**src/hdl/palu_pkg.sv**
```systemverilog
/*
 * Packed ALU datapath definitions
 * Pack-width codes, lane geometry and the multiply request/response structs
 */
`default_nettype none

package palu_pkg;

    localparam int XLEN    = 32;   // Operand width
    localparam int RLEN    = 64;   // Result width
    localparam int SHAMT_W = 5;    // Shift amount / bit index width

    typedef logic [2:0] pw_t;

    // Pack-width codes, lane count in the name
    localparam pw_t PW_1  = 3'd0;  // 1 x 32-bit
    localparam pw_t PW_2  = 3'd1;  // 2 x 16-bit
    localparam pw_t PW_4  = 3'd2;  // 4 x 8-bit
    localparam pw_t PW_8  = 3'd3;  // 8 x 4-bit
    localparam pw_t PW_16 = 3'd4;  // 16 x 2-bit

    typedef struct packed {
        logic [XLEN-1:0] a;
        logic [XLEN-1:0] b;
        pw_t             pw;
    } mul_req_t;

    typedef struct packed {
        logic            done;
        logic [RLEN-1:0] result;
    } mul_rsp_t;

    // Lane width minus one, also the bit index mask within a lane
    function automatic logic [SHAMT_W-1:0] lane_top(input pw_t pw);
        case (pw)
            PW_2:    return 5'd15;
            PW_4:    return 5'd7;
            PW_8:    return 5'd3;
            PW_16:   return 5'd1;
            default: return 5'd31;  // PW_1
        endcase
    endfunction

    function automatic logic pw_legal(input pw_t pw);
        return pw <= PW_16;
    endfunction

endpackage

`default_nettype wire

```
**src/hdl/palu_regs_pkg.sv**
```systemverilog
/*
 * Packed ALU register map
 * APB offsets, CTRL/STATUS field positions and the APB request/response structs
 */
`default_nettype none

package palu_regs_pkg;

    localparam int ADDR_W = 5;

    localparam logic [ADDR_W-1:0] ADDR_OPA    = 5'h00;
    localparam logic [ADDR_W-1:0] ADDR_OPB    = 5'h04;
    localparam logic [ADDR_W-1:0] ADDR_CTRL   = 5'h08;
    localparam logic [ADDR_W-1:0] ADDR_STATUS = 5'h0C;
    localparam logic [ADDR_W-1:0] ADDR_RES_LO = 5'h10;
    localparam logic [ADDR_W-1:0] ADDR_RES_HI = 5'h14;

    // CTRL fields
    localparam int CTRL_PW_LSB    = 0;  // pw code in [2:0]
    localparam int CTRL_START_BIT = 8;  // Write-only, reads as zero

    // STATUS fields
    localparam int STATUS_BUSY_BIT = 0;
    localparam int STATUS_DONE_BIT = 1;  // Sticky until next start

    typedef struct packed {
        logic                      psel;
        logic                      penable;
        logic                      pwrite;
        logic [ADDR_W-1:0]         paddr;
        logic [palu_pkg::XLEN-1:0] pwdata;
    } apb_req_t;

    typedef struct packed {
        logic                      pready;
        logic                      pslverr;
        logic [palu_pkg::XLEN-1:0] prdata;
    } apb_rsp_t;

endpackage

`default_nettype wire

```
**src/hdl/palu_multiplier.sv**
```systemverilog
/*
 * Packed shift-and-add multiplier
 * One bit of each lane of b per cycle, using the external shifter and adder
 */
`default_nettype none

module palu_multiplier (
    input  logic                         g_clk,
    input  logic                         g_resetn,
    input  logic                         run,
    input  palu_pkg::mul_req_t           mul_req,
    output palu_pkg::mul_rsp_t           mul_rsp,
    output logic [palu_pkg::XLEN-1:0]    shf_a,
    output logic [palu_pkg::SHAMT_W-1:0] shf_sham,
    input  logic [palu_pkg::XLEN-1:0]    shf_c,
    output logic [palu_pkg::RLEN-1:0]    add_a,
    output logic [palu_pkg::RLEN-1:0]    add_b,
    input  logic [palu_pkg::RLEN-1:0]    add_c
);

    logic [palu_pkg::SHAMT_W-1:0] ctr;       // Step count and bit index in each lane
    logic [palu_pkg::SHAMT_W-1:0] ctr_stop;
    logic [palu_pkg::XLEN-1:0]    add_mask;
    logic [palu_pkg::XLEN-1:0]    spill;
    logic [palu_pkg::RLEN-1:0]    acc;
    logic                         pw_1;
    logic                         done;

    assign ctr_stop = palu_pkg::lane_top(mul_req.pw);
    assign pw_1     = mul_req.pw == palu_pkg::PW_1;
    assign done     = run && ctr == ctr_stop;

    // Bit ctr of each lane of b spread over that lane
    always_comb begin
        for (int i = 0; i < palu_pkg::XLEN; i++) begin
            add_mask[i] = mul_req.b[(5'(i) & ~ctr_stop) | ctr];
        end
    end

    // Full-width mode keeps the bits of a pushed past bit 31
    assign spill = (pw_1 && ctr != '0) ? mul_req.a >> (palu_pkg::XLEN - ctr) : '0;

    assign shf_a    = mul_req.a;
    assign shf_sham = ctr;

    assign add_a = {spill & add_mask, shf_c & add_mask};
    assign add_b = (ctr == '0) ? '0 : acc;  // First step starts from zero

    always_ff @(posedge g_clk) begin
        if (run)
            acc <= add_c;
    end

    always_ff @(posedge g_clk) begin
        if (!g_resetn) begin
            ctr <= '0;
        end else if (done) begin
            ctr <= '0;
        end else if (run) begin
            ctr <= ctr + 1'b1;
        end
    end

    assign mul_rsp.done   = done;
    assign mul_rsp.result = add_c;  // Last partial sum completes the product

    a_ctr_bound: assert property (@(posedge g_clk) disable iff (!g_resetn)
        ctr <= ctr_stop);

    // Register block must drop run right after done
    a_done_run: assert property (@(posedge g_clk) disable iff (!g_resetn)
        done |=> !run);

endmodule

`default_nettype wire

```
**src/hdl/palu_packed_adder.sv**
```systemverilog
/*
 * Packed adder
 * 64-bit ripple adder with the carry cut at lane edges in the low word
 */
`default_nettype none

module palu_packed_adder (
    input  logic [palu_pkg::RLEN-1:0] add_a,
    input  logic [palu_pkg::RLEN-1:0] add_b,
    input  palu_pkg::pw_t             pw,
    output logic [palu_pkg::RLEN-1:0] add_c
);

    logic [palu_pkg::SHAMT_W-1:0] lw_m1;
    logic [palu_pkg::RLEN-1:0]    cut;
    logic                         full;

    assign lw_m1 = palu_pkg::lane_top(pw);
    assign full  = pw == palu_pkg::PW_1;  // One lane, carry into the high word

    // Top bit of each lane below bit 32 ends the chain
    always_comb begin
        cut = '0;
        for (int i = 0; i < palu_pkg::XLEN; i++) begin
            cut[i] = !full && ((5'(i) & lw_m1) == lw_m1);
        end
    end

    always_comb begin : ripple
        logic carry;
        carry = 1'b0;
        for (int i = 0; i < palu_pkg::RLEN; i++) begin
            add_c[i] = add_a[i] ^ add_b[i] ^ carry;
            carry    = (add_a[i] && add_b[i]) || (carry && (add_a[i] ^ add_b[i]));
            if (cut[i])
                carry = 1'b0;
        end
    end

endmodule

`default_nettype wire

```
**src/hdl/palu_packed_shifter.sv**
```systemverilog
/*
 * Packed left shifter
 * Shifts every lane by the same amount, dropping bits at each lane edge
 */
`default_nettype none

module palu_packed_shifter (
    input  logic [palu_pkg::XLEN-1:0]    shf_a,
    input  logic [palu_pkg::SHAMT_W-1:0] shf_sham,
    input  palu_pkg::pw_t                pw,
    output logic [palu_pkg::XLEN-1:0]    shf_c
);

    logic [palu_pkg::SHAMT_W-1:0] lw_m1;
    logic [palu_pkg::SHAMT_W-1:0] sham;
    logic [palu_pkg::XLEN-1:0]    raw;

    assign lw_m1 = palu_pkg::lane_top(pw);
    assign sham  = shf_sham & lw_m1;  // Amount modulo lane width
    assign raw   = shf_a << sham;

    // Bits whose offset in the lane is below the shift came from the lane beneath
    always_comb begin
        for (int i = 0; i < palu_pkg::XLEN; i++) begin
            shf_c[i] = raw[i] && ((5'(i) & lw_m1) >= sham);
        end
    end

endmodule

`default_nettype wire

```
**src/hdl/palu_reg_block.sv**
```systemverilog
/*
 * Packed ALU register block
 * APB slave for operands, pack width, status and result; starts the multiplier
 */
`default_nettype none

module palu_reg_block (
    input  logic                    g_clk,
    input  logic                    g_resetn,
    input  palu_regs_pkg::apb_req_t apb_req,
    output palu_regs_pkg::apb_rsp_t apb_rsp,
    output palu_pkg::mul_req_t      mul_req,
    output logic                    run,
    input  palu_pkg::mul_rsp_t      mul_rsp
);

    logic [palu_pkg::XLEN-1:0] opa;
    logic [palu_pkg::XLEN-1:0] opb;
    palu_pkg::pw_t             pw;
    logic                      busy;
    logic                      done_flag;
    logic [palu_pkg::RLEN-1:0] res;

    logic                      access;
    logic                      is_ctrl;
    logic                      unmapped;
    logic                      pw_bad;
    logic                      stall;
    logic                      err;
    logic                      wr_ok;
    logic                      start;
    palu_pkg::pw_t             wr_pw;
    logic [palu_pkg::XLEN-1:0] rdata;

    assign access  = apb_req.psel && apb_req.penable;
    assign is_ctrl = apb_req.paddr == palu_regs_pkg::ADDR_CTRL;
    assign wr_pw   = apb_req.pwdata[palu_regs_pkg::CTRL_PW_LSB +: $bits(palu_pkg::pw_t)];

    // Read mux and address decode
    always_comb begin
        rdata    = '0;
        unmapped = 1'b0;
        case (apb_req.paddr)
            palu_regs_pkg::ADDR_OPA:    rdata = opa;
            palu_regs_pkg::ADDR_OPB:    rdata = opb;
            palu_regs_pkg::ADDR_CTRL:   rdata[palu_regs_pkg::CTRL_PW_LSB +: 3] = pw;
            palu_regs_pkg::ADDR_STATUS: begin
                rdata[palu_regs_pkg::STATUS_BUSY_BIT] = busy;
                rdata[palu_regs_pkg::STATUS_DONE_BIT] = done_flag;
            end
            palu_regs_pkg::ADDR_RES_LO: rdata = res[palu_pkg::XLEN-1:0];
            palu_regs_pkg::ADDR_RES_HI: rdata = res[palu_pkg::RLEN-1:palu_pkg::XLEN];
            default:                    unmapped = 1'b1;
        endcase
    end

    // Operand and control writes wait out a running multiply
    assign stall = access && apb_req.pwrite && busy &&
                   (apb_req.paddr == palu_regs_pkg::ADDR_OPA ||
                    apb_req.paddr == palu_regs_pkg::ADDR_OPB || is_ctrl);

    assign pw_bad = apb_req.pwrite && is_ctrl && !palu_pkg::pw_legal(wr_pw);
    assign err    = access && (unmapped || pw_bad);
    assign wr_ok  = access && apb_req.pwrite && !stall && !err;
    assign start  = wr_ok && is_ctrl && apb_req.pwdata[palu_regs_pkg::CTRL_START_BIT];

    assign apb_rsp.pready  = !stall;
    assign apb_rsp.pslverr = err && !stall;  // Only in the completing cycle
    assign apb_rsp.prdata  = rdata;

    always_ff @(posedge g_clk) begin
        if (!g_resetn) begin
            opa       <= '0;
            opb       <= '0;
            pw        <= palu_pkg::PW_1;
            busy      <= 1'b0;
            done_flag <= 1'b0;
            res       <= '0;
        end else begin
            if (wr_ok && apb_req.paddr == palu_regs_pkg::ADDR_OPA)
                opa <= apb_req.pwdata;
            if (wr_ok && apb_req.paddr == palu_regs_pkg::ADDR_OPB)
                opb <= apb_req.pwdata;
            if (wr_ok && is_ctrl)
                pw <= wr_pw;
            if (start) begin
                busy      <= 1'b1;
                done_flag <= 1'b0;
            end else if (mul_rsp.done) begin
                busy      <= 1'b0;
                done_flag <= 1'b1;
                res       <= mul_rsp.result;  // Final sum is valid in the done cycle
            end
        end
    end

    assign run = busy;

    assign mul_req.a  = opa;
    assign mul_req.b  = opb;
    assign mul_req.pw = pw;

    // Multiplier must only finish a multiply that was asked for
    a_done_in_run: assert property (@(posedge g_clk) disable iff (!g_resetn)
        mul_rsp.done |-> run);

endmodule

`default_nettype wire

```
**src/hdl/palu_top.sv**
```systemverilog
/*
 * Packed ALU multiply slice
 * APB register block driving a multiplier with shared shifter and adder
 */
`default_nettype none

module palu_top (
    input  logic                    g_clk,
    input  logic                    g_resetn,
    input  palu_regs_pkg::apb_req_t apb_req,
    output palu_regs_pkg::apb_rsp_t apb_rsp
);

    palu_pkg::mul_req_t           mul_req;
    palu_pkg::mul_rsp_t           mul_rsp;
    logic                         run;
    logic [palu_pkg::XLEN-1:0]    shf_a;
    logic [palu_pkg::SHAMT_W-1:0] shf_sham;
    logic [palu_pkg::XLEN-1:0]    shf_c;
    logic [palu_pkg::RLEN-1:0]    add_a;
    logic [palu_pkg::RLEN-1:0]    add_b;
    logic [palu_pkg::RLEN-1:0]    add_c;

    palu_reg_block reg_block_i (
        .g_clk    (g_clk),
        .g_resetn (g_resetn),
        .apb_req  (apb_req),
        .apb_rsp  (apb_rsp),
        .mul_req  (mul_req),
        .run      (run),
        .mul_rsp  (mul_rsp)
    );

    palu_multiplier multiplier_i (
        .g_clk    (g_clk),
        .g_resetn (g_resetn),
        .run      (run),
        .mul_req  (mul_req),
        .mul_rsp  (mul_rsp),
        .shf_a    (shf_a),
        .shf_sham (shf_sham),
        .shf_c    (shf_c),
        .add_a    (add_a),
        .add_b    (add_b),
        .add_c    (add_c)
    );

    palu_packed_shifter shifter_i (
        .shf_a    (shf_a),
        .shf_sham (shf_sham),
        .pw       (mul_req.pw),
        .shf_c    (shf_c)
    );

    palu_packed_adder adder_i (
        .add_a    (add_a),
        .add_b    (add_b),
        .pw       (mul_req.pw),
        .add_c    (add_c)
    );

endmodule

`default_nettype wire
```
**config.mk**
```make
export PLATFORM = sky130hd
export DESIGN_NAME = palu_top
export DESIGN_NICKNAME = d
export VERILOG_FILES = /design/src/hdl/palu_pkg.sv /design/src/hdl/palu_regs_pkg.sv /design/src/hdl/palu_multiplier.sv /design/src/hdl/palu_packed_adder.sv /design/src/hdl/palu_packed_shifter.sv /design/src/hdl/palu_reg_block.sv /design/src/hdl/palu_top.sv
export SDC_FILE = /design/constraint.sdc
export NUM_CORES = 1
export LEC_CHECK = 0
export ABC_AREA = 1
export BUFFER_PORTS_ARGS = -buffer_cell sky130_fd_sc_hd__buf_2
export CAP_MARGIN = 20
export CORE_MARGIN = 2
export CORE_UTILIZATION = 40
export CTS_CLUSTER_DIAMETER = 50
export CTS_CLUSTER_SIZE = 20
export DETAILED_ROUTE_END_ITERATION = 8
export PLACE_DENSITY_LB_ADDON = 0.12
export SLEW_MARGIN = 5
export SYNTH_ARGS = -nofsm -noshare
export SYNTH_HDL_FRONTEND = slang
export SYNTH_SLANG_ARGS = --single-unit
```
**constraint.sdc**
```tcl
create_clock -name g_clk -period 32.3 [get_ports g_clk]
set_input_delay 3.23 -clock g_clk [delete_from_list [all_inputs] [get_ports g_clk]]
set_output_delay 3.23 -clock g_clk [all_outputs]
set_load 0.005 [all_outputs]
```
==> summary.txt, run 1 <==
Logic synthesis
  – Ys flop type: dfxtp_1
  – Syn nets: 2138
  – Top cells by area, synth: dfxtp_1 19%, edfxtp_1 14%, nand2_1 11%
  – Mapped cell area: 0.01420 mm²
  – Flops & latches, synth: 202
  – Synth warnings: 0
  – FFs w/ async S/R, synth: 0%
  – Library cells used by synthesis: 53
  – Average size of a mapped cell: 7.024 µm²
  – Sequential area share after synthesis: 33.00%
  – Cells after Synth: 2021
  – Largest area contributor in the netlist: dfxtp_1
  – EDFF count, synth: 64
  – Top cell type's share of synthesized area: 19.46%

STA
  – Period utilization: 80.28%
  – Sum Neg Setup Slack: 0 ps
  – Slew headroom: 32.43%
  – Tightest Pin Transition: 1014 ps
  – Final hold vios: 0
  – RSZ-0062 raised after global routing: false
  – Clock skew: 47.78 ps
  – Fin. max-slew vios: 0
  – Final Critical Period: 25930 ps
  – WHS: 453.6 ps
  – Setup violations, final: 0
  – Fmax: 0.03856 GHz

Die
  – Chip height: 192.4 µm
  – Core ar.: 0.03471 mm²
  – Cell Rows: 68
  – Initial core utilization: 40.90%
  – Top-level I/O count: 76
  – Die width: 192.4 µm
  – Die area: 0.03701 mm²

Layout
  – Final Non-Filler Cells: 2493
  – Layout fillers: 3724
  – Antenna diodes: 0
  – Nets: 2134
  – Post-route cell area: 0.01562 mm²
  – Layout cells sized above 1: 8.538%
  – Layout area overhead: 9.995%

Worst setup path
  – WP data arrival: 26290 ps
  – Kind of critical path: register to register
  – CP max-delay cell: inv_1
  – CP dominant cell by count: fa_1
  – CP bufs+invs: 22
  – Critical path launch point type: register
  – Critical Path RT: 32650 ps
  – CP max FO: 30
  – CP max stage delay: 490 ps
  – CP top delay family: adder cells
  – CP Capture Type: register

Power
  – Static leakage: 0.006503 µW
  – Power Total: 588.1 µW
  – Power per Cell Area: 37.66 mW/mm²
  – VDD IR-drop max: 0.03748 mV

Outcome
  – Status: complete, no violations

Drt
  – Total number of vias: 13920
  – Remaining DRCs: 0
  – Routed wire length: 58900 µm
  – DR vias/cell: 5.585
  – Antenna Nets Post-Route: 0
  – WL per Instance: 23.62 µm
  – TritonRoute pass-1 iters: 5
  – First DRT Iteration DRCs: 1432

Job
  – # Max-Cap Violations: 0

Clock network
  – Number of post-CTS setup repair buffers: 0
  – Post-cts sizing count: 0
  – Total CTS buffers: 27
  – H-tree Lvls: 1
  – CTS tree: yes
  – Cts hold-fix bufs: 0
  – TritonCTS Sinks: 202
  – Clk_lat worst skew: 590 ps
  – Clk buf depth: 3
  – Clk slew on worst S/H paths: 70 ps
  – Clock root cell: clkbuf_16

Global routing
  – Wire length of the first global-routing pass: 87230 µm
  – Vias in the first global route: 13390
  – GRT Residual Overflow: 0
  – Initial antenna violation count: 0
  – Largest net degree at the start of global routing: 80
  – All-Layer GR Usage: 32.45%

Placed design
  – Final HPWL DP: 46210 µm
  – # port buffers: 75
  – Placer congestion estimate: 0.9857
  – Inst Count DP: 2442
  – Placed cell area: 0.01464 mm²

Min path
  – Min-Delay Path Class: register to register
flip-flops by register name, indices dropped and copies added, names as in the netlist:
| signal | cells |
|---|---|
| multiplier_i.acc | 64 |
| multiplier_i.shf_sham | 5 |
| reg_block_i.done_flag | 1 |
| reg_block_i.opa | 32 |
| reg_block_i.opb | 32 |
| reg_block_i.pw | 3 |
| reg_block_i.res | 64 |
| reg_block_i.run | 1 |
metal layers:
layer	share of wire [%]	up-vias	track usage, %
met2	43	496	49.06
met4	5.2	0	15.09
met3	6.4	92	5.456
met1	46	6655	45.16
met5	0	-	0
li1	-	6681	-
Yosys cell counts, types with 3 or more instances:
master,number
nor2_2,3
nand4_1,11
nand3_1,168
o221ai_1,3
buf_6,12
dfxtp_1,138
nor2_1,251
fa_1,62
o211ai_1,24
ha_1,13
o21ai_1,42
inv_2,8
o21ai_0,196
buf_1,5
edfxtp_1,64
a21oi_1,114
xor2_1,3
a21oi_2,3
a221o_1,28
a21boi_1,6
clkinv_1,7
mux2i_1,9
nand2_1,418
clkbuf_2,5
inv_1,218
buf_4,10
buf_2,25
o22ai_1,38
nor4_1,3
nor3_1,20
or2_2,4
o21a_1,5
a31oi_1,6
or2_1,6
clkbuf_1,71
through the flow:
| step | utilization, % | setup WS (ps) |
|---|---|---|
| 2_1_floorplan | - | 9572 |
| 3_3_place_gp | 42.18 | 6926 |
| 3_5_place_dp | 42.18 | 6339 |
| 4_1_cts | 44.90 | 6528 |
| 5_1_grt | 44.98 | 4895 |
| 6_report | 44.98 | 6368 |
worst reg2reg max path: cells and delay by family, from the launching register on:
family          cells  cell delay, ps
flops               1             310
compound gates      1             150
buf+inv            22            1990
fa+ha+maj          64           18900
xor+xnor            1             170
simple gates       24            4230
power breakdown:
group	switching [µW]	internal, µW	leakage (µW)	total [µW]
Combinational	8.89	4.27	0.00433	13.2
Clock	138	177	0.000472	315
Sequential	0.135	260	0.00170	260
logic make-up after synthesis:
kind of cell / synth area share (%)
flops: 33.00
fa+ha+maj: 9.889
xor+xnor: 0.3790
buf+inv: 10.71
simple gates: 26.29
compound gates: 19.10
mux: 0.6346
layout by cell type (no fill, tap or decap), types with 3 or more instances in the layout:
cell type and instances:
a21boi_1 6, a21oi_1 114, a21oi_2 3, a221o_1 28, a31oi_1 6, buf_2 74, buf_4 20, clkbuf_16 28
clkinv_1 7, clkinv_2 5, dfxtp_1 136, edfxtp_1 64, fa_1 62, ha_1 13, inv_1 218, inv_2 8
inv_6 4, inv_8 4, mux2i_1 9, nand2_1 418, nand3_1 168, nand4_1 11, nor2_1 251, nor2_2 3
nor3_1 20, nor4_1 3, o211ai_1 24, o21a_1 5, o21ai_0 196, o21ai_1 42, o221ai_1 3, o22ai_1 38
or2_1 6, or2_2 4, xor2_1 3
path summary, 6_finish.rpt:
kind                 startpoint                   end  slack [ps]  cells past startpoint
min reg2reg  reg_block_i.res[7]    reg_block_i.res[7]         450                      2
max           reg_block_i.pw[0]  multiplier_i.acc[63]        6370                    112
min          reg_block_i.res[7]    reg_block_i.res[7]         450                      2
max reg2reg   reg_block_i.pw[0]  multiplier_i.acc[63]        6370                    112
layout make-up:
cell class              instances  area (µm²)  share of cell area [%]
clock buffers                  30       718.2                   4.599
inverters                     233       874.6                   5.601
flip-flops and latches        202        4687                   30.02
clock inverters                20       226.5                   1.450
multi-input cells            1458        7991                   51.18
repair buffers                 95       548.0                   3.510
well taps                     455       569.3                   3.646
(Power assumes the default switching activity.)
==> run 2: changes to the inputs <==
==> constraint.sdc (replaced) <==
create_clock -name g_clk -period 25.7 [get_ports g_clk]
set_input_delay 2.57 -clock g_clk [delete_from_list [all_inputs] [get_ports g_clk]]
set_output_delay 2.57 -clock g_clk [all_outputs]
set_load 0.005 [all_outputs]
==> summary.txt, run 2 (synthesis gave the netlist of run 1 again) <==
Worst setup path
  – CP dominant cell by count: fa_1
  – Kind of critical path: register to register
  – CP max stage delay: 860 ps (+370 ps)
  – FF-to-FF Start: multiplier_i.shf_sham[2]
  – Reg2Reg Depth: 100 (-11%)
  – CP max FO: 21 (-30%)
  – CP max-delay cell: ha_1
  – WP data arrival: 24830 ps (-1460 ps)
  – Critical path launch point type: register
  – FF-to-FF End: multiplier_i.acc[63]
  – Critical Path RT: 26040 ps (-6610 ps)
  – R2r setup slk: 1200 ps (-5160 ps)
  – CP Capture Type: register

Placed design
  – Final HPWL DP: 46050 µm (-0.34%)
  – Placer congestion estimate: 1.005 (+2.0%)
  – Worst slack at placement: 926.8 ps (-5413 ps)
  – # port buffers: 75 (unchanged)
  – Inst Count DP: 2453 (+0.45%)

Layout
  – Antenna diodes: 0 (unchanged)
  – Multi-input logic area: 0.008004 mm² (+0.16%)
  – Layout fillers: 3684 (-1.1%)
  – Layout cells sized above 1: 9.086% (+0.55 points)
  – Biggest regs: multiplier_i.acc x64, reg_block_i.res x64
  – Layout area overhead: 10.39%
  – Final Non-Filler Cells: 2502 (+0.36%)
  – Commonest non-fill, non-tap cell in the layout: nand2_1
  – Nets: 2144 (+0.47%)
  – Core Util, Final: 45.14% (+0.16 points)
  – Most frequent cells in the layout: 416 x nand2_1, 248 x nor2_1, 218 x inv_1, 196 x o21ai_0, 168 x nand3_1
  – FF/Latch Area: 0.004687 mm² (unchanged)

Power
  – VDD IR-drop max: 0.05300 mV (+41%)
  – Power per Cell Area: 45.84 mW/mm² (+22%)
  – Psw: 166.3 µW (+13%)
  – Static leakage: 0.006522 µW (+0.29%)
  – Int Power: 552.0 µW (+25%)
  – Switching share of power: 23.15% (-1.8 points)
  – Combinational share of power: 2.3% (about the same)
  – Clock Power Share: 52.1% (-1.4 points)
  – Reg power frac: 45.6% (+1.3 points)

Die
  – Cell Rows: 68 (unchanged)
  – Die width: 192.4 µm (unchanged)
  – Die area: 0.03701 mm² (unchanged)
  – Chip height: 192.4 µm (unchanged)
  – Core ar.: 0.03471 mm² (unchanged)
  – Top-level I/O count: 76 (unchanged)
  – Initial core utilization: 40.90% (unchanged)

Drt
  – Routed wire length: 58800 µm (-0.16%)
  – TritonRoute pass-1 iters: 6 (+1)
  – DR vias/cell: 5.676 (+1.6%)
  – Antenna Nets Post-Route: 0 (unchanged)
  – First DRT Iteration DRCs: 1446 (+0.98%)
  – Remaining DRCs: 0 (unchanged)
  – WL per Instance: 23.50 µm (-0.52%)
  – Total number of vias: 14200 (+2.0%)

Global routing
  – Largest net degree at the start of global routing: 77 (-3.8%)
  – Initial antenna violation count: 0 (unchanged)
  – Wire length of the first global-routing pass: 87820 µm (+0.68%)
  – GRT Residual Overflow: 0 (unchanged)
  – All-Layer GR Usage: 32.30% (-0.15 points)
  – Vias in the first global route: 13400 (+0.067%)

Clock network
  – Clk buf depth: 3 (unchanged)
  – Number of post-CTS setup repair buffers: 0 (unchanged)
  – Clock root cell: clkbuf_16
  – H-tree Lvls: 1 (unchanged)
  – TritonCTS Sinks: 202 (unchanged)
  – Total CTS buffers: 26 (-3.7%)
  – Clk_lat worst skew: 580 ps (about the same)
  – CTS tree: yes
  – Clk slew on worst S/H paths: 60 ps (about the same)

STA
  – Period utilization: 95.32% (+15 points)
  – Final hold vios: 0 (unchanged)
  – Sum Neg Setup Slack: 0 ps (unchanged)
  – Setup violations, final: 0 (unchanged)
  – RSZ-0062 raised after global routing: false
  – Worst setup margin: 1204 ps (-5164 ps)
  – Fin. max-slew vios: 0 (unchanged)
  – Clock skew: 28.29 ps (-19.48 ps)
  – Tightest Pin Transition: 988.2 ps (-25.33 ps)
  – Slew headroom: 34.12% (+1.7 points)
  – Final Critical Period: 24500 ps (-1436 ps)
  – Fmax: 0.04082 GHz (+5.9%)

Min path
  – Hold Crit Depth: 2 (unchanged)
  – Hold Path Sink: reg_block_i.res[27]
  – Min-delay src: reg_block_i.res[27]
  – Min-Delay Path Class: register to register

Outcome
  – Status: complete, no violations

Job
  – # Max-Cap Violations: 0 (unchanged)
==> run 2: what timing repair did <==
| action | 4_1_cts | 5_1_grt |
|---|---|---|
| hold buffers | 0 | 0 |
| resized for setup | 0 | 8 |
| endpoints found under the setup margin | 0 | 4 |
==> run 2: how the worst max path moves through the flow <==
stage                                         from                    to  slack (ps)
after floorplan                  reg_block_i.pw[0]  multiplier_i.acc[63]        2970
after global placement           reg_block_i.pw[0]  multiplier_i.acc[63]        1550
after detailed placement         reg_block_i.pw[0]  multiplier_i.acc[63]         930
after CTS                        reg_block_i.pw[0]  multiplier_i.acc[63]        1070
after global routing      multiplier_i.shf_sham[1]  multiplier_i.acc[63]          20
final                     multiplier_i.shf_sham[2]  multiplier_i.acc[63]        1200
==> run 2: routing by layer <==
layer / vias to the layer above / routed length, µm / global-route usage (%)
met4: 0 / 3510 / 16.59
met3: 103 / 4345 / 5.001
met5: - / 0 / 0
met2: 620 / 24740 / 47.83
met1: 6773 / 26210 / 45.46
li1: 6705 / - / -
==> run 2: cell type report <==
class / instances / share of cell area, %
clock buffer: 32 / 4.758
clock inverter: 16 / 0.9820
inverter: 233 / 5.597
multi-input combinational: 1458 / 51.07
sequential: 202 / 29.91
tap: 455 / 3.633
timing repair buffer: 106 / 4.048
==> run 2: critical path: cells and delay by family (launching register included) <==
kind,cells,cell delay (ps)
xor gates and xnor gates,1,160
and+or+nand+nor,20,3570
adders and majority gates,60,18500
buffers and inverters,18,1220
DFF,1,580
AOI/OAI and AO/OA,1,190
==> run 2: metrics by stage <==
| stage | cell area, µm² | hold WS (ps) | power, µW |
|---|---|---|---|
| global placement | 14730 | 441.8 | 350.2 |
| finish | 15670 | 450.8 | 718.3 |
| CTS | 15630 | 455.4 | 724.0 |
| detailed placement | 14730 | 446.1 | 350.3 |
| floorplan | 14200 | 430.3 | 343.0 |
| global route | 15670 | 478.6 | 737.8 |
==> run 2: power by group through the flow <==
stage               Clock (µW)  Combinational, µW  Sequential, µW
global route               392               18.3             327
floorplan                    0               8.84             334
CTS                        381               16.2             327
finish                     375               16.5             327
global placement             0               16.0             334
detailed placement           0               16.1             334
==> run 3: changes to the inputs <==
--- a/config.mk
+++ b/config.mk
@@ -8,11 +8,12 @@
 export ABC_AREA = 1
 export BUFFER_PORTS_ARGS = -buffer_cell sky130_fd_sc_hd__buf_2
 export CAP_MARGIN = 20
-export CORE_MARGIN = 2
+export CORE_MARGIN = 5
 export CORE_UTILIZATION = 40
 export CTS_CLUSTER_DIAMETER = 50
 export CTS_CLUSTER_SIZE = 20
 export DETAILED_ROUTE_END_ITERATION = 8
+export GPL_TIMING_DRIVEN = 0
 export PLACE_DENSITY_LB_ADDON = 0.12
 export SLEW_MARGIN = 5
 export SYNTH_ARGS = -nofsm -noshare
==> summary.txt, run 3 (synthesis gave the netlist of run 1 again) <==
Global routing
  – Wire length of the first global-routing pass: 95390 µm (+8.6%)
  – Initial antenna violation count: 1 (+1)
  – Largest net degree at the start of global routing: 56 (-27%)
  – GRT Residual Overflow: 0 (unchanged)
  – Vias in the first global route: 14230 (+6.2%)
  – All-Layer GR Usage: 32.92% (+0.62 points)

Worst setup path
  – FF-to-FF End: multiplier_i.acc[63]
  – Critical path launch point type: register
  – FF-to-FF Start: multiplier_i.shf_sham[1]
  – CP dominant cell by count: fa_1
  – CP max stage delay: 620 ps (-240 ps)
  – Critical path launch point: multiplier_i.shf_sham[1]
  – CP Capture Type: register
  – Critical Path RT: 26020 ps (-20 ps)
  – CP max FO: 7 (-67%)
  – Kind of critical path: register to register
  – R2r setup slk: 1220 ps (about the same)
  – WP data arrival: 24810 ps (-20 ps)
  – Reg2Reg Depth: 106 (+6.0%)
  – CP max-delay cell: dfxtp_1

Layout
  – Antenna diodes: 0 (unchanged)
  – Commonest non-fill, non-tap cell in the layout: nand2_1
  – Final Non-Filler Cells: 2618 (+4.6%)
  – Layout area overhead: 15.84%
  – Nets: 2252 (+5.0%)
  – Layout cells sized above 1: 12.10% (+3.0 points)
  – Most frequent cells in the layout: 415 x nand2_1, 245 x nor2_1, 217 x inv_1, 195 x o21ai_0, 168 x nand3_1
  – Biggest regs: multiplier_i.acc x64, reg_block_i.res x64
  – Post-route cell area: 0.01644 mm² (+4.9%)

Placed design
  – Final HPWL DP: 54030 µm (+17%)
  – Inst Count DP: 2557 (+4.2%)
  – Placed cell area: 0.01517 mm² (+3.1%)
  – Placer congestion estimate: 1.058 (+5.3%)
  – # port buffers: 74 (-1.3%)

STA
  – RSZ-0062 raised after global routing: false
  – Final hold vios: 0 (unchanged)
  – Setup violations, final: 0 (unchanged)
  – Fin. max-slew vios: 0 (unchanged)
  – Tightest Pin Transition: 879.8 ps (-108.4 ps)
  – Clock skew: 16.46 ps (-11.84 ps)
  – Final Critical Period: 24480 ps (-11.20 ps)
  – Period utilization: 95.27% (about the same)
  – Fmax: 0.04084 GHz (about the same)
  – Slew headroom: 41.35% (+7.2 points)

Die
  – Core ar.: 0.03531 mm² (+1.7%)
  – Cell Rows: 69 (+1.5%)
  – Initial core utilization: 40.20% (-0.69 points)
  – Chip height: 198.4 µm (+3.1%)
  – Die width: 198.4 µm (+3.1%)
  – Die area: 0.03936 mm² (+6.3%)
  – Top-level I/O count: 76 (unchanged)

Clock network
  – H-tree Lvls: 1 (unchanged)
  – CTS tree: yes
  – TritonCTS Sinks: 202 (unchanged)
  – Clk slew on worst S/H paths: 60 ps (about the same)
  – Total CTS buffers: 28 (+7.7%)
  – Clk_lat worst skew: 580 ps (about the same)
  – Cts hold-fix bufs: 0 (unchanged)
  – Clk buf depth: 3 (unchanged)
  – Clock root cell: clkbuf_16

Power
  – Power Total: 775.6 µW (+8.0%)
  – Power per Cell Area: 47.16 mW/mm² (+2.9%)
  – VDD IR-drop max: 0.07579 mV (+43%)
  – Static leakage: 0.006831 µW (+4.7%)

Drt
  – DR vias/cell: 5.651 (-0.43%)
  – First DRT Iteration DRCs: 1450 (+0.28%)
  – Total number of vias: 14800 (+4.2%)
  – Antenna Nets Post-Route: 0 (unchanged)
  – TritonRoute pass-1 iters: 6 (unchanged)
  – WL per Instance: 24.97 µm (+6.3%)
  – Routed wire length: 65370 µm (+11%)
  – Remaining DRCs: 0 (unchanged)

Min path
  – Hold Crit Depth: 2 (unchanged)
  – Hold Path Sink: reg_block_i.res[30]
  – Min-delay src: reg_block_i.res[30]
  – Min-Delay Path Class: register to register

Job
  – # Max-Cap Violations: 0 (unchanged)

Outcome
  – Status: complete, no violations
==> run 3: cell count changes in the layout (fill, tap and decap cells not counted), moves of 4 or more <==
cell and delta:
fa_1 -16, fa_2 +16, clkbuf_16 +4, buf_1 +5, clkinv_8 +4, buf_2 +24
clkbuf_2 +6, buf_6 +11, clkinv_1 -6, clkbuf_1 +64, buf_4 -6, inv_4 -4
==> run 3: metal layers <==
metal | track usage, % | routed length [µm] | share of wire [%]
met1 | 46.50 | 28170 | 43
met2 | 49.53 | 27910 | 43
met3 | 6.352 | 6101 | 9.3
met4 | 13.77 | 3187 | 4.9
met5 | 0 | 0 | 0
==> run 3: critical path: cells and delay by family, from the launching register on <==
family	cells	cell delay, ps
AOI/OAI and AO/OA	1	180
xor gates and xnor gates	1	170
adders and majority gates	62	18440
buffers and inverters	19	1320
DFF	1	620
and+or+nand+nor	23	3480
==> run 3: stage by stage <==
step	utilization (%)	hold WS, ps	setup TNS [ps]	worst slack (ps)
4_1_cts	45.98	504.5	0	100.4
3_5_place_dp	42.98	487.9	-1994	-730.1
5_1_grt	46.57	528.0	0	23.13
3_3_place_gp	42.89	486.5	-2017	-719.7
6_report	46.57	502.2	0	1215
2_1_floorplan	-	430.3	0	2972
==> run 3: repair_timing <==
| item | in CTS | in global routing |
|---|---|---|
| setup buffers | 0 | 12 |
| cloned | 0 | 1 |
| gates resized for setup | 5 | 47 |
| pin swaps | 0 | 4 |
| hold endpoints to repair | 0 | 0 |
| setup endpoints to repair | 5 | 8 |
==> run 3: final cells by class <==
type / count / area (µm²)
Buffer: 124 / 641.9
Clock buffer: 35 / 832.0
Clock inverter: 17 / 224.0
Fill cell: 3717 / 18870
Inverter: 233 / 893.4
Multi-Input combinational cell: 1458 / 8094
Sequential cell: 202 / 4690
Tap cell: 461 / 576.8
Timing Repair Buffer: 87 / 488.0
Timing Repair inverter: 1 / 5.005
==> run 3: where the power goes <==
part	total (µW)	switching, µW	internal [µW]
Combinational	18.1	12.5	5.63
Clock	430	173	258
Sequential	327	0.171	327
Total	776	186	590
==> run 3: how the worst max path moves through the flow <==
stage                                 to  slack, ps  cells after the start
global placement    multiplier_i.acc[63]       -720                    107
detailed placement  multiplier_i.acc[63]       -730                    107
floorplan           multiplier_i.acc[63]       2970                    111
CTS                 multiplier_i.acc[63]        100                    110
global route        multiplier_i.acc[63]         20                    112
finish              multiplier_i.acc[63]       1220                    106
